`src/verilog/gate_ctrl_pkg.sv`:
```
package gate_ctrl_pkg;

  // Event duration counters.
  localparam int count_width = 40;

  // Phase words for the transmit and receive NCOs.
  localparam int phase_width = 30;

  // Transmit output level.
  localparam int level_width = 16;

  // Transmit event, 128 bits.
  // Bit map from the LSB: duration 39:0, sync 40, gate 41, level 59:44,
  // tx phase 93:64, rx phase 123:94.
  typedef struct packed {
    logic [3:0]             spare_hi;
    logic [phase_width-1:0] rx_phase;
    logic [phase_width-1:0] tx_phase;
    logic [3:0]             spare_mid;
    logic [level_width-1:0] level;
    logic [1:0]             spare_lo;
    logic                   gate;
    logic                   sync;
    logic [count_width-1:0] duration;
  } tx_event_t;

  // Receive event, 64 bits.
  // Duration counts valid samples, keep selects forwarding.
  typedef struct packed {
    logic [22:0]            spare;
    logic                   keep;
    logic [count_width-1:0] duration;
  } rx_event_t;

endpackage

```
`src/verilog/event_fifo.sv`:
```
`timescale 1ns/1ps

module event_fifo #(
  parameter int FIFO_DEPTH = 4,
  parameter type payload_t = logic [63:0]
) (
  input  logic     aclk,
  input  logic     aresetn,

  input  payload_t in_data,
  input  logic     in_valid,
  output logic     in_ready,

  output payload_t out_data,
  output logic     out_valid,
  input  logic     out_ready
);

  localparam int addr_width = $clog2(FIFO_DEPTH);

  payload_t mem [FIFO_DEPTH];

  // One extra bit tells full from empty.
  logic [addr_width:0] wr_ptr;
  logic [addr_width:0] rd_ptr;

  logic run_reg;
  logic empty;
  logic full;
  logic wr_en;
  logic rd_en;

  assign empty = (wr_ptr == rd_ptr);
  assign full  = (wr_ptr[addr_width] != rd_ptr[addr_width]) &&
                 (wr_ptr[addr_width-1:0] == rd_ptr[addr_width-1:0]);

  // A full FIFO still takes a word when one leaves.
  assign in_ready = run_reg & (~full | out_ready);
  assign wr_en    = in_valid & in_ready;

  assign out_valid = ~empty;
  assign rd_en     = out_valid & out_ready;

  // Head of queue, no read latency.
  assign out_data = mem[rd_ptr[addr_width-1:0]];

  always_ff @(posedge aclk)
  begin
    if (~aresetn)
    begin
      wr_ptr  <= '0;
      rd_ptr  <= '0;
      run_reg <= 1'b0;
    end
    else
    begin
      run_reg <= 1'b1;
      if (wr_en)
      begin
        wr_ptr <= wr_ptr + 1'b1;
      end
      if (rd_en)
      begin
        rd_ptr <= rd_ptr + 1'b1;
      end
    end
  end

  always_ff @(posedge aclk)
  begin
    if (wr_en)
    begin
      mem[wr_ptr[addr_width-1:0]] <= in_data;
    end
  end

endmodule

```
`src/verilog/tx_event_timer.sv`:
```
`timescale 1ns/1ps

module tx_event_timer (
  input  logic                                    aclk,
  input  logic                                    aresetn,

  input  gate_ctrl_pkg::tx_event_t                evt_data,
  input  logic                                    evt_valid,
  output logic                                    evt_ready,

  output logic                                    sync,
  output logic                                    gate,
  output logic [gate_ctrl_pkg::level_width-1:0]   level,
  output logic [gate_ctrl_pkg::phase_width-1:0]   tx_phase,
  output logic [gate_ctrl_pkg::phase_width-1:0]   rx_phase
);

  logic [gate_ctrl_pkg::count_width-1:0] cnt_reg;

  // Fields of the event in progress.
  logic                                  sync_flag_reg;
  logic                                  gate_flag_reg;
  logic [gate_ctrl_pkg::level_width-1:0] level_reg;
  logic [gate_ctrl_pkg::phase_width-1:0] tx_phase_reg;
  logic [gate_ctrl_pkg::phase_width-1:0] rx_phase_reg;

  logic sync_reg;
  logic gate_reg;

  logic busy;
  logic accept;
  logic active;
  logic sync_next;
  logic gate_next;

  assign busy      = |cnt_reg;
  assign evt_ready = ~busy;
  assign accept    = evt_valid & ~busy;
  assign active    = busy | accept;

  // New event's flags go out on the accept cycle.
  assign sync_next = busy ? sync_flag_reg : evt_data.sync;
  assign gate_next = busy ? gate_flag_reg : evt_data.gate;

  always_ff @(posedge aclk)
  begin
    if (~aresetn)
    begin
      cnt_reg       <= '0;
      sync_flag_reg <= 1'b0;
      gate_flag_reg <= 1'b0;
      level_reg     <= '0;
      tx_phase_reg  <= '0;
      rx_phase_reg  <= '0;
      sync_reg      <= 1'b0;
      gate_reg      <= 1'b0;
    end
    else
    begin
      if (busy)
      begin
        cnt_reg <= cnt_reg - 1'b1;
      end
      else if (accept)
      begin
        cnt_reg       <= evt_data.duration;
        sync_flag_reg <= evt_data.sync;
        gate_flag_reg <= evt_data.gate;
        level_reg     <= evt_data.level;
        tx_phase_reg  <= evt_data.tx_phase;
        rx_phase_reg  <= evt_data.rx_phase;
      end
      sync_reg <= sync_next & active;
      gate_reg <= gate_next & active;
    end
  end

  assign sync     = sync_reg;
  assign gate     = gate_reg;
  assign level    = level_reg;
  assign tx_phase = tx_phase_reg;
  assign rx_phase = rx_phase_reg;

endmodule

```
`src/verilog/rx_sample_gate.sv`:
```
`timescale 1ns/1ps

module rx_sample_gate #(
  parameter int SAMPLE_WIDTH = 128
) (
  input  logic                     aclk,
  input  logic                     aresetn,

  input  gate_ctrl_pkg::rx_event_t evt_data,
  input  logic                     evt_valid,
  output logic                     evt_ready,

  input  logic [SAMPLE_WIDTH-1:0]  s_data,
  input  logic                     s_valid,

  output logic [SAMPLE_WIDTH-1:0]  m_data,
  output logic                     m_valid
);

  // Remaining samples of the current window.
  logic [gate_ctrl_pkg::count_width-1:0] cnt_reg;
  logic                                  keep_reg;

  logic [SAMPLE_WIDTH-1:0] data_reg;
  logic                    valid_reg;

  logic busy;
  logic accept;
  logic keep_now;

  assign busy = |cnt_reg;

  // Events start only on a valid sample.
  assign evt_ready = ~busy & s_valid;
  assign accept    = evt_valid & evt_ready;

  assign keep_now = busy ? keep_reg : evt_data.keep;

  always_ff @(posedge aclk)
  begin
    if (~aresetn)
    begin
      cnt_reg   <= '0;
      keep_reg  <= 1'b0;
      valid_reg <= 1'b0;
    end
    else
    begin
      if (s_valid)
      begin
        if (busy)
        begin
          cnt_reg <= cnt_reg - 1'b1;
        end
        else if (accept)
        begin
          cnt_reg  <= evt_data.duration;
          keep_reg <= evt_data.keep;
        end
      end
      valid_reg <= s_valid & keep_now & (busy | accept);
    end
  end

  // Sample register.
  always_ff @(posedge aclk)
  begin
    data_reg <= s_data;
  end

  assign m_data  = data_reg;
  assign m_valid = valid_reg;

endmodule

```
`src/verilog/gate_controller_top.sv`:
```
`timescale 1ns/1ps

module gate_controller_top #(
  parameter int FIFO_DEPTH   = 4,
  parameter int SAMPLE_WIDTH = 128
) (
  input  logic                                  aclk,
  input  logic                                  aresetn,

  input  gate_ctrl_pkg::tx_event_t              tx_evt_data,
  input  logic                                  tx_evt_valid,
  output logic                                  tx_evt_ready,

  input  gate_ctrl_pkg::rx_event_t              rx_evt_data,
  input  logic                                  rx_evt_valid,
  output logic                                  rx_evt_ready,

  input  logic [SAMPLE_WIDTH-1:0]               s_data,
  input  logic                                  s_valid,

  output logic [SAMPLE_WIDTH-1:0]               m_data,
  output logic                                  m_valid,

  output logic                                  sync,
  output logic                                  gate,
  output logic [gate_ctrl_pkg::level_width-1:0] level,
  output logic [gate_ctrl_pkg::phase_width-1:0] tx_phase,
  output logic [gate_ctrl_pkg::phase_width-1:0] rx_phase
);

  gate_ctrl_pkg::tx_event_t tx_head_data;
  logic                     tx_head_valid;
  logic                     tx_head_ready;

  gate_ctrl_pkg::rx_event_t rx_head_data;
  logic                     rx_head_valid;
  logic                     rx_head_ready;

  event_fifo #(
    .FIFO_DEPTH (FIFO_DEPTH),
    .payload_t  (gate_ctrl_pkg::tx_event_t)
  ) tx_fifo (
    .aclk      (aclk),
    .aresetn   (aresetn),
    .in_data   (tx_evt_data),
    .in_valid  (tx_evt_valid),
    .in_ready  (tx_evt_ready),
    .out_data  (tx_head_data),
    .out_valid (tx_head_valid),
    .out_ready (tx_head_ready)
  );

  event_fifo #(
    .FIFO_DEPTH (FIFO_DEPTH),
    .payload_t  (gate_ctrl_pkg::rx_event_t)
  ) rx_fifo (
    .aclk      (aclk),
    .aresetn   (aresetn),
    .in_data   (rx_evt_data),
    .in_valid  (rx_evt_valid),
    .in_ready  (rx_evt_ready),
    .out_data  (rx_head_data),
    .out_valid (rx_head_valid),
    .out_ready (rx_head_ready)
  );

  tx_event_timer tx_timer (
    .aclk      (aclk),
    .aresetn   (aresetn),
    .evt_data  (tx_head_data),
    .evt_valid (tx_head_valid),
    .evt_ready (tx_head_ready),
    .sync      (sync),
    .gate      (gate),
    .level     (level),
    .tx_phase  (tx_phase),
    .rx_phase  (rx_phase)
  );

  rx_sample_gate #(
    .SAMPLE_WIDTH (SAMPLE_WIDTH)
  ) rx_gate (
    .aclk      (aclk),
    .aresetn   (aresetn),
    .evt_data  (rx_head_data),
    .evt_valid (rx_head_valid),
    .evt_ready (rx_head_ready),
    .s_data    (s_data),
    .s_valid   (s_valid),
    .m_data    (m_data),
    .m_valid   (m_valid)
  );

endmodule

```
`config.mk`:
```
export PLATFORM = sky130hd
export DESIGN_NAME = gate_controller_top
export DESIGN_NICKNAME = d
export VERILOG_FILES = /design/src/verilog/gate_ctrl_pkg.sv /design/src/verilog/event_fifo.sv /design/src/verilog/tx_event_timer.sv /design/src/verilog/rx_sample_gate.sv /design/src/verilog/gate_controller_top.sv
export SDC_FILE = /design/constraint.sdc
export NUM_CORES = 1
export LEC_CHECK = 0
export ABC_AREA = 1
export BUFFER_PORTS_ARGS = -buffer_cell sky130_fd_sc_hd__buf_2
export CAP_MARGIN = 20
export CORE_MARGIN = 2
export CORE_UTILIZATION = 50
export CTS_CLUSTER_SIZE = 40
export DETAILED_ROUTE_END_ITERATION = 12
export PLACE_DENSITY = 0.71
export SYNTH_ARGS = -nofsm -noshare
export SYNTH_HDL_FRONTEND = slang
export SYNTH_SLANG_ARGS = --single-unit
```
`constraint.sdc`:
```
create_clock -name aclk -period 14.4 [get_ports aclk]
set_clock_uncertainty 0.05 [all_clocks]
set_input_delay 2.88 -clock aclk [delete_from_list [all_inputs] [get_ports aclk]]
set_output_delay 2.88 -clock aclk [all_outputs]
set_load 0.005 [all_outputs]
```
# Yosys cells after proc, flatten, opt, wreduce, memory -nomap -nowiden
# Memory sizes are Yosys's and may differ from the RTL's. A register that Yosys moved wholly into a read port is not among the register bits.
# Index checks and enable logic that the tools add are counted.
[word_totals]
regBits = 303
latch_bits = 0
mem_bits_rw = 768
mem_bits_ro = 0
input_bits = 325
elab_cells = 77
n_memories = 2
[classes]
add_sub_neg = 6
n_mul = 0
div_mod_pow = 0
magnitude_cmp = 0
n_eq_ne = 6
shifts = 0
mux = 16
bitwise = 21
n_reduce_logical = 9
[memory_table]
columns = ["memory", "depth", "word_bits", "read_ports", "rd_clocked_by_memory_dff", "wr", "line_no", "text"]
rows = [
  ["tx_fifo.mem", 4, 128, 1, 1, 1, "event_fifo.sv:21", "payload_t mem [FIFO_DEPTH];"],
  ["rx_fifo.mem", 4, 64, 1, 1, 1, "event_fifo.sv:21", ""],
]
[op_table]
columns = ["operator", "count"]
rows = [
  ["40-bit 2-to-1 mux", 4],
  ["40-bit OR reduction", 2],
  ["40-bit by 1-bit subtractor with 40-bit output (second input constant)", 2],
  ["3-bit by 1-bit adder with 3-bit output (second input constant)", 4],
  ["1-bit AND", 11],
  ["1-bit 2-to-1 mux", 8],
  ["2-bit 2-to-1 mux", 4],
  ["3-bit == test", 2],
  ["1-bit inverter", 6],
  ["2-bit == test", 2],
  ["1-bit bitwise OR", 4],
  ["2-bit AND reduction", 2],
  ["2-bit nonzero test", 2],
  ["3-bit AND reduction", 1],
  ["1-bit logical AND", 2],
  ["1-bit inequality test", 2],
]

# Logic depth before layout (Yosys ltp)
[depth]
word_depth = 8
depth_mapped = 13
ltp_nobuf = 12

# Hierarchy
# From an unflattened synthesis, not the netlist that was laid out.
[hier_totals]
cells_unflattened = 3497
hier_area_um2 = 41237.0
[by_module_without_submodules]
columns = ["module", "n_inst", "cells_each", "area_per_inst_um2", "seq_area_each_um2"]
rows = [
  ["event_fifo at tx_fifo", 1, 1308, 19856.5, 15554.9],
  ["event_fifo at rx_fifo", 1, 689, 10005.8, 7867.5],
  ["rx_sample_gate", 1, 716, 5992.0, 3403.3],
  ["tx_event_timer", 1, 784, 5382.7, 2402.3],
]

# Worst setup path after synthesis
# No wires, ideal clock.
[synth_path]
path_kind = "in2reg"
from = "input port tx_evt_valid"
to = "memory tx_fifo.mem[0][0] (netlist name) (enable)"
t_arrival_ns = 8.004
required_time_ns = 13.753
slack_ns = 5.749
stages = 2
n_path_buf = 0
path_cell_list = "nand3_1 > nor2_1"
[synth_between]
elab_chain_cells = 3
[synth_rtl]
columns = ["element", "line_no", "text"]
rows = [
  ["from (decl)", "gate_controller_top.sv:11", "input logic tx_evt_valid,"],
  ["1-bit AND", "event_fifo.sv:39", "assign wr_en = in_valid & in_ready;"],
  ["1-bit 2-to-1 mux", "event_fifo.sv:71", "if (wr_en)"],
  ["1-bit 2-to-1 mux (implied by the code)", "event_fifo.sv:73", "mem[wr_ptr[addr_width-1:0]] <= in_data;"],
  ["to (decl)", "event_fifo.sv:21", ""],
]
# Every way passes these cells.

# Worst setup path in the final report
[layout_path]
from = "input port s_valid"
to = "output port rx_evt_ready"
[layout_between]
elab_chain_cells = 3
[layout_rtl]
columns = ["element", "line_no", "text"]
rows = [
  ["from (decl)", "gate_controller_top.sv:19", "input logic s_valid,"],
  ["1-bit AND", "rx_sample_gate.sv:34", "assign evt_ready = ~busy & s_valid;"],
  ["1-bit bitwise OR", "event_fifo.sv:38", "assign in_ready = run_reg & (~full | out_ready);"],
  ["1-bit AND", "event_fifo.sv:38", ""],
  ["to (decl)", "gate_controller_top.sv:16", "output logic rx_evt_ready,"],
]
# Every way passes these cells.

==> results.cfg <==
[critical_path]
critical_path.endpoint = rx_evt_ready
crit_type = in2out
crit-reg2reg-capture = tx_fifo.mem[0][83]
max_stage_delay_ps = 210
crit_path_cell_trace = buf_2 -> nand3_2 -> a21oi_1 -> buf_2
crit_top_cell = buf_2
worst_path_max_delay_cell = a21oi_1
reg2regPathDepth = 9
worst_setup_path_start_kind = input pin
startpoint = s_valid
critical_path_peak_fanout = 5
setup.worst_path.end_class = output port
setup.reg_to_reg.worst_slack_ps = 9900
worst-endpoint-arrival_ps = 3480
required_ps = 11470
reg2reg_from = tx_timer.cnt_reg[36]

[power]
power_frac_seq = 0.469
power_mw = 6.55
power.share.combinational = 0.134
share_clk_of_total_power = 0.397
power.ir.vdd_worst_mv = 0.138
pwr_cell_area_mw_per_mm2 = 154
p_leak_nw = 16.2
netSwitchingPower_mw = 1.71
p_sw_frac = 0.262
internal_power_mw = 4.84

[floorplan]
num_io_pins = 534
initial_core_util = 0.503
fp-row-count = 98
die_height_um = 272
design.die.area_mm2 = 0.0738
dieWidth_um = 272
design.core.area_mm2 = 0.0712

[finish]
layout.cells.non_filler = 4613
largest_register_ffs = 472
layout.filler_cells = 5683
multiInputGateArea_mm2 = 0.00944
fraction_of_layout_cells_with_a_size_suffix_above_1 = 0.219
final-seq-area_mm2 = 0.0253
net_total_in_the_final_layout = 3909
area_growth_syn_to_layout_pct = 18.6

[grt]
grt_max_degree = 157
initial_antenna_violation_count = 32
grt_first_pass_wirelength_mm = 138
via_count_of_the_first_global_routing_pass = 24300
globalRouteTotalUtil = 0.241
grt_overflow = 0

[run]
max_cap_viols = 0

[cts]
cts_post_setup_buffers_inserted = 0
cts.clk_slew.worst_paths_ps = 60
clock_path_buffers = 3
number_of_sinks_handled_by_clock_tree_synthesis = 943
cts_root_buf = clkbuf_16
cts_inserted_buffers = 93
cts_tree = yes
cts.hold.buffers_added = 0
cts-htree-levels = 3
worstSkewPairLatency_ps = 670
ctsResizeCount = 0

[sta]
worst_slack_setup_final_ps = 7990
max-slew-margin-rel = 0.235
finalWorstPathRequiredPeriod_ps = 6410
unrepaired_setup_endpoints_after_global_routing = no
max_slew.worst_pin.slew_ps = 1150
finalHoldWorstSlack_ps = 416
max_freq_mhz = 156
final-max-slew-violation-count = 0
hold_fails_final_rpt = 0
setup_total_negative_slack_ps = 0
layout_worst_path_cycle_share = 0.445
finalSetupViolCount = 0

[placed_design]
place.port_buffers = 500
preCtsSetupSlack_ps = 7960
gp_congestion = 0.950
dpl.hpwl_mm = 55.0
numPlacedInstances = 4424

[worst_hold_path]
hold_path.class = reg2reg
hold_path_start = tx_timer.sync_flag_reg

[detailed_routing]
detail_route.vias_per_cell = 5.48
initialDrtViolationCount = 2310
ant_nets = 0
vias = 25300
postRouteWirelength_mm = 91.2
drt_pass_1_iters = 5
wl_per_cell_um = 19.8
final_routed_drc_violation_total = 0

[synth]
postSynthCellCount = 3116
asyncSetResetFlopFracSynth = 0
yosys-top-cells-area = edfxtp_1 53%, dfxtp_1 17%, nor2_1 6.1%
synth_ff_type = edfxtp_1
mean_area_per_synthesized_cell_um2 = 11.5
synthesis.yosys.warnings = 0
area_share_of_the_largest_cell_type_after_synthesis = 0.533
yosysTopAreaCell = edfxtp_1
synth.yosys.seq_area_share = 0.705
synth_cell_type_count = 46
post_synth_instance_area_mm2 = 0.0358
mappedNetlistNets = 3455
number_of_storage_elements_in_the_synthesis_netlist = 943
synth-edff-count = 636

[run_status]
status = finished clean
cell type report:
class / count / share of cell area
clock buffers: 126 / 0.0637
repair buffers: 525 / 0.0644
well taps: 950 / 0.0280
flip-flops and latches: 943 / 0.594
diodes: 13 / 0.000766
clock inverters: 49 / 0.0162
multi-input cells: 1893 / 0.222
inverters: 114 / 0.0103
synthesized netlist by cell type (all sizes together), types with 19 or more instances:
cell	instances
a21oi	94
a32o	19
buf	61
clkbuf	105
dfxtp	307
edfxtp	636
inv	111
nand2	333
nand3	55
nand4	22
nor2	601
nor3	101
o21ai	449
o22ai	134
xor2	29
metal layers:
layer	routed length [um]	global-route usage
met1	36300	0.300
met2	45800	0.416
met3	6350	0.0517
met4	2520	0.0853
met5	150	0
layout by cell type, fill, tap and decap left out, types with 8 or more instances in the layout:
master / netlist / final
a32o_1: 19 / 19
o21ai_0: 432 / 432
nor3_1: 40 / 40
nor2_4: 6 / 15
nand3_1: 53 / 53
inv_1: 102 / 100
buf_2: 38 / 499
o22ai_1: 134 / 134
xor2_1: 29 / 29
clkinv_2: 1 / 18
dfxtp_1: 307 / 304
bufinv_16: 0 / 12
o21ai_1: 17 / 17
nand2_1: 326 / 325
nor3_2: 61 / 61
diode_2: 0 / 13
nor2_1: 586 / 578
clkbuf_1: 105 / 16
clkbuf_16: 0 / 101
xnor2_1: 12 / 12
ha_1: 14 / 14
clkbuf_8: 0 / 8
edfxtp_1: 636 / 636
inv_2: 9 / 10
buf_4: 6 / 23
nand4_1: 22 / 22
a21oi_1: 87 / 87
worst min path at each step:
| stage | to | slack (ps) | depth (start not counted) |
|---|---|---|---|
| CTS | tx_timer.sync | 410 | 2 |
| global placement | tx_timer.sync_flag_reg | 410 | 2 |
| detailed placement | tx_timer.sync_flag_reg | 410 | 2 |
| global route | tx_timer.sync | 420 | 2 |
| finish | tx_timer.sync | 420 | 2 |
| floorplan | rx_fifo.rd_ptr[2] | 400 | 2 |
cell families (layout without fill, tap and decap cells):
group	after synthesis	in the layout	synth area share
and+or+nand+nor	1127	1127	0.138
AOI/OAI and AO/OA	711	711	0.108
other	0	13	0
buffers and inverters	280	814	0.0335
DFF	943	943	0.705
adders and majority gates	14	14	0.00489
xor gates and xnor gates	41	41	0.0100
critical path, delay by kind of cell:
kind	cells	cell delay, ps
simple gates	1	110
compound gates	1	210
buf+inv	2	270
power groups by stage:
stage	logic, mW	registers (mW)	clock network, mW
3_5_place_dp	0.866	3.13	0
5_1_grt	0.985	3.08	2.75
4_1_cts	0.871	3.07	2.64
6_report	0.878	3.07	2.60
3_3_place_gp	0.853	3.13	0
2_1_floorplan	0.605	3.12	0
stage by stage:
stage	cell area, um2	util
after detailed placement	39000	0.548
after global placement	39000	0.548
after floorplan	35800	-
after global routing	42500	0.596
final	42500	0.596
after CTS	42400	0.595
(Power assumes the default switching activity.)
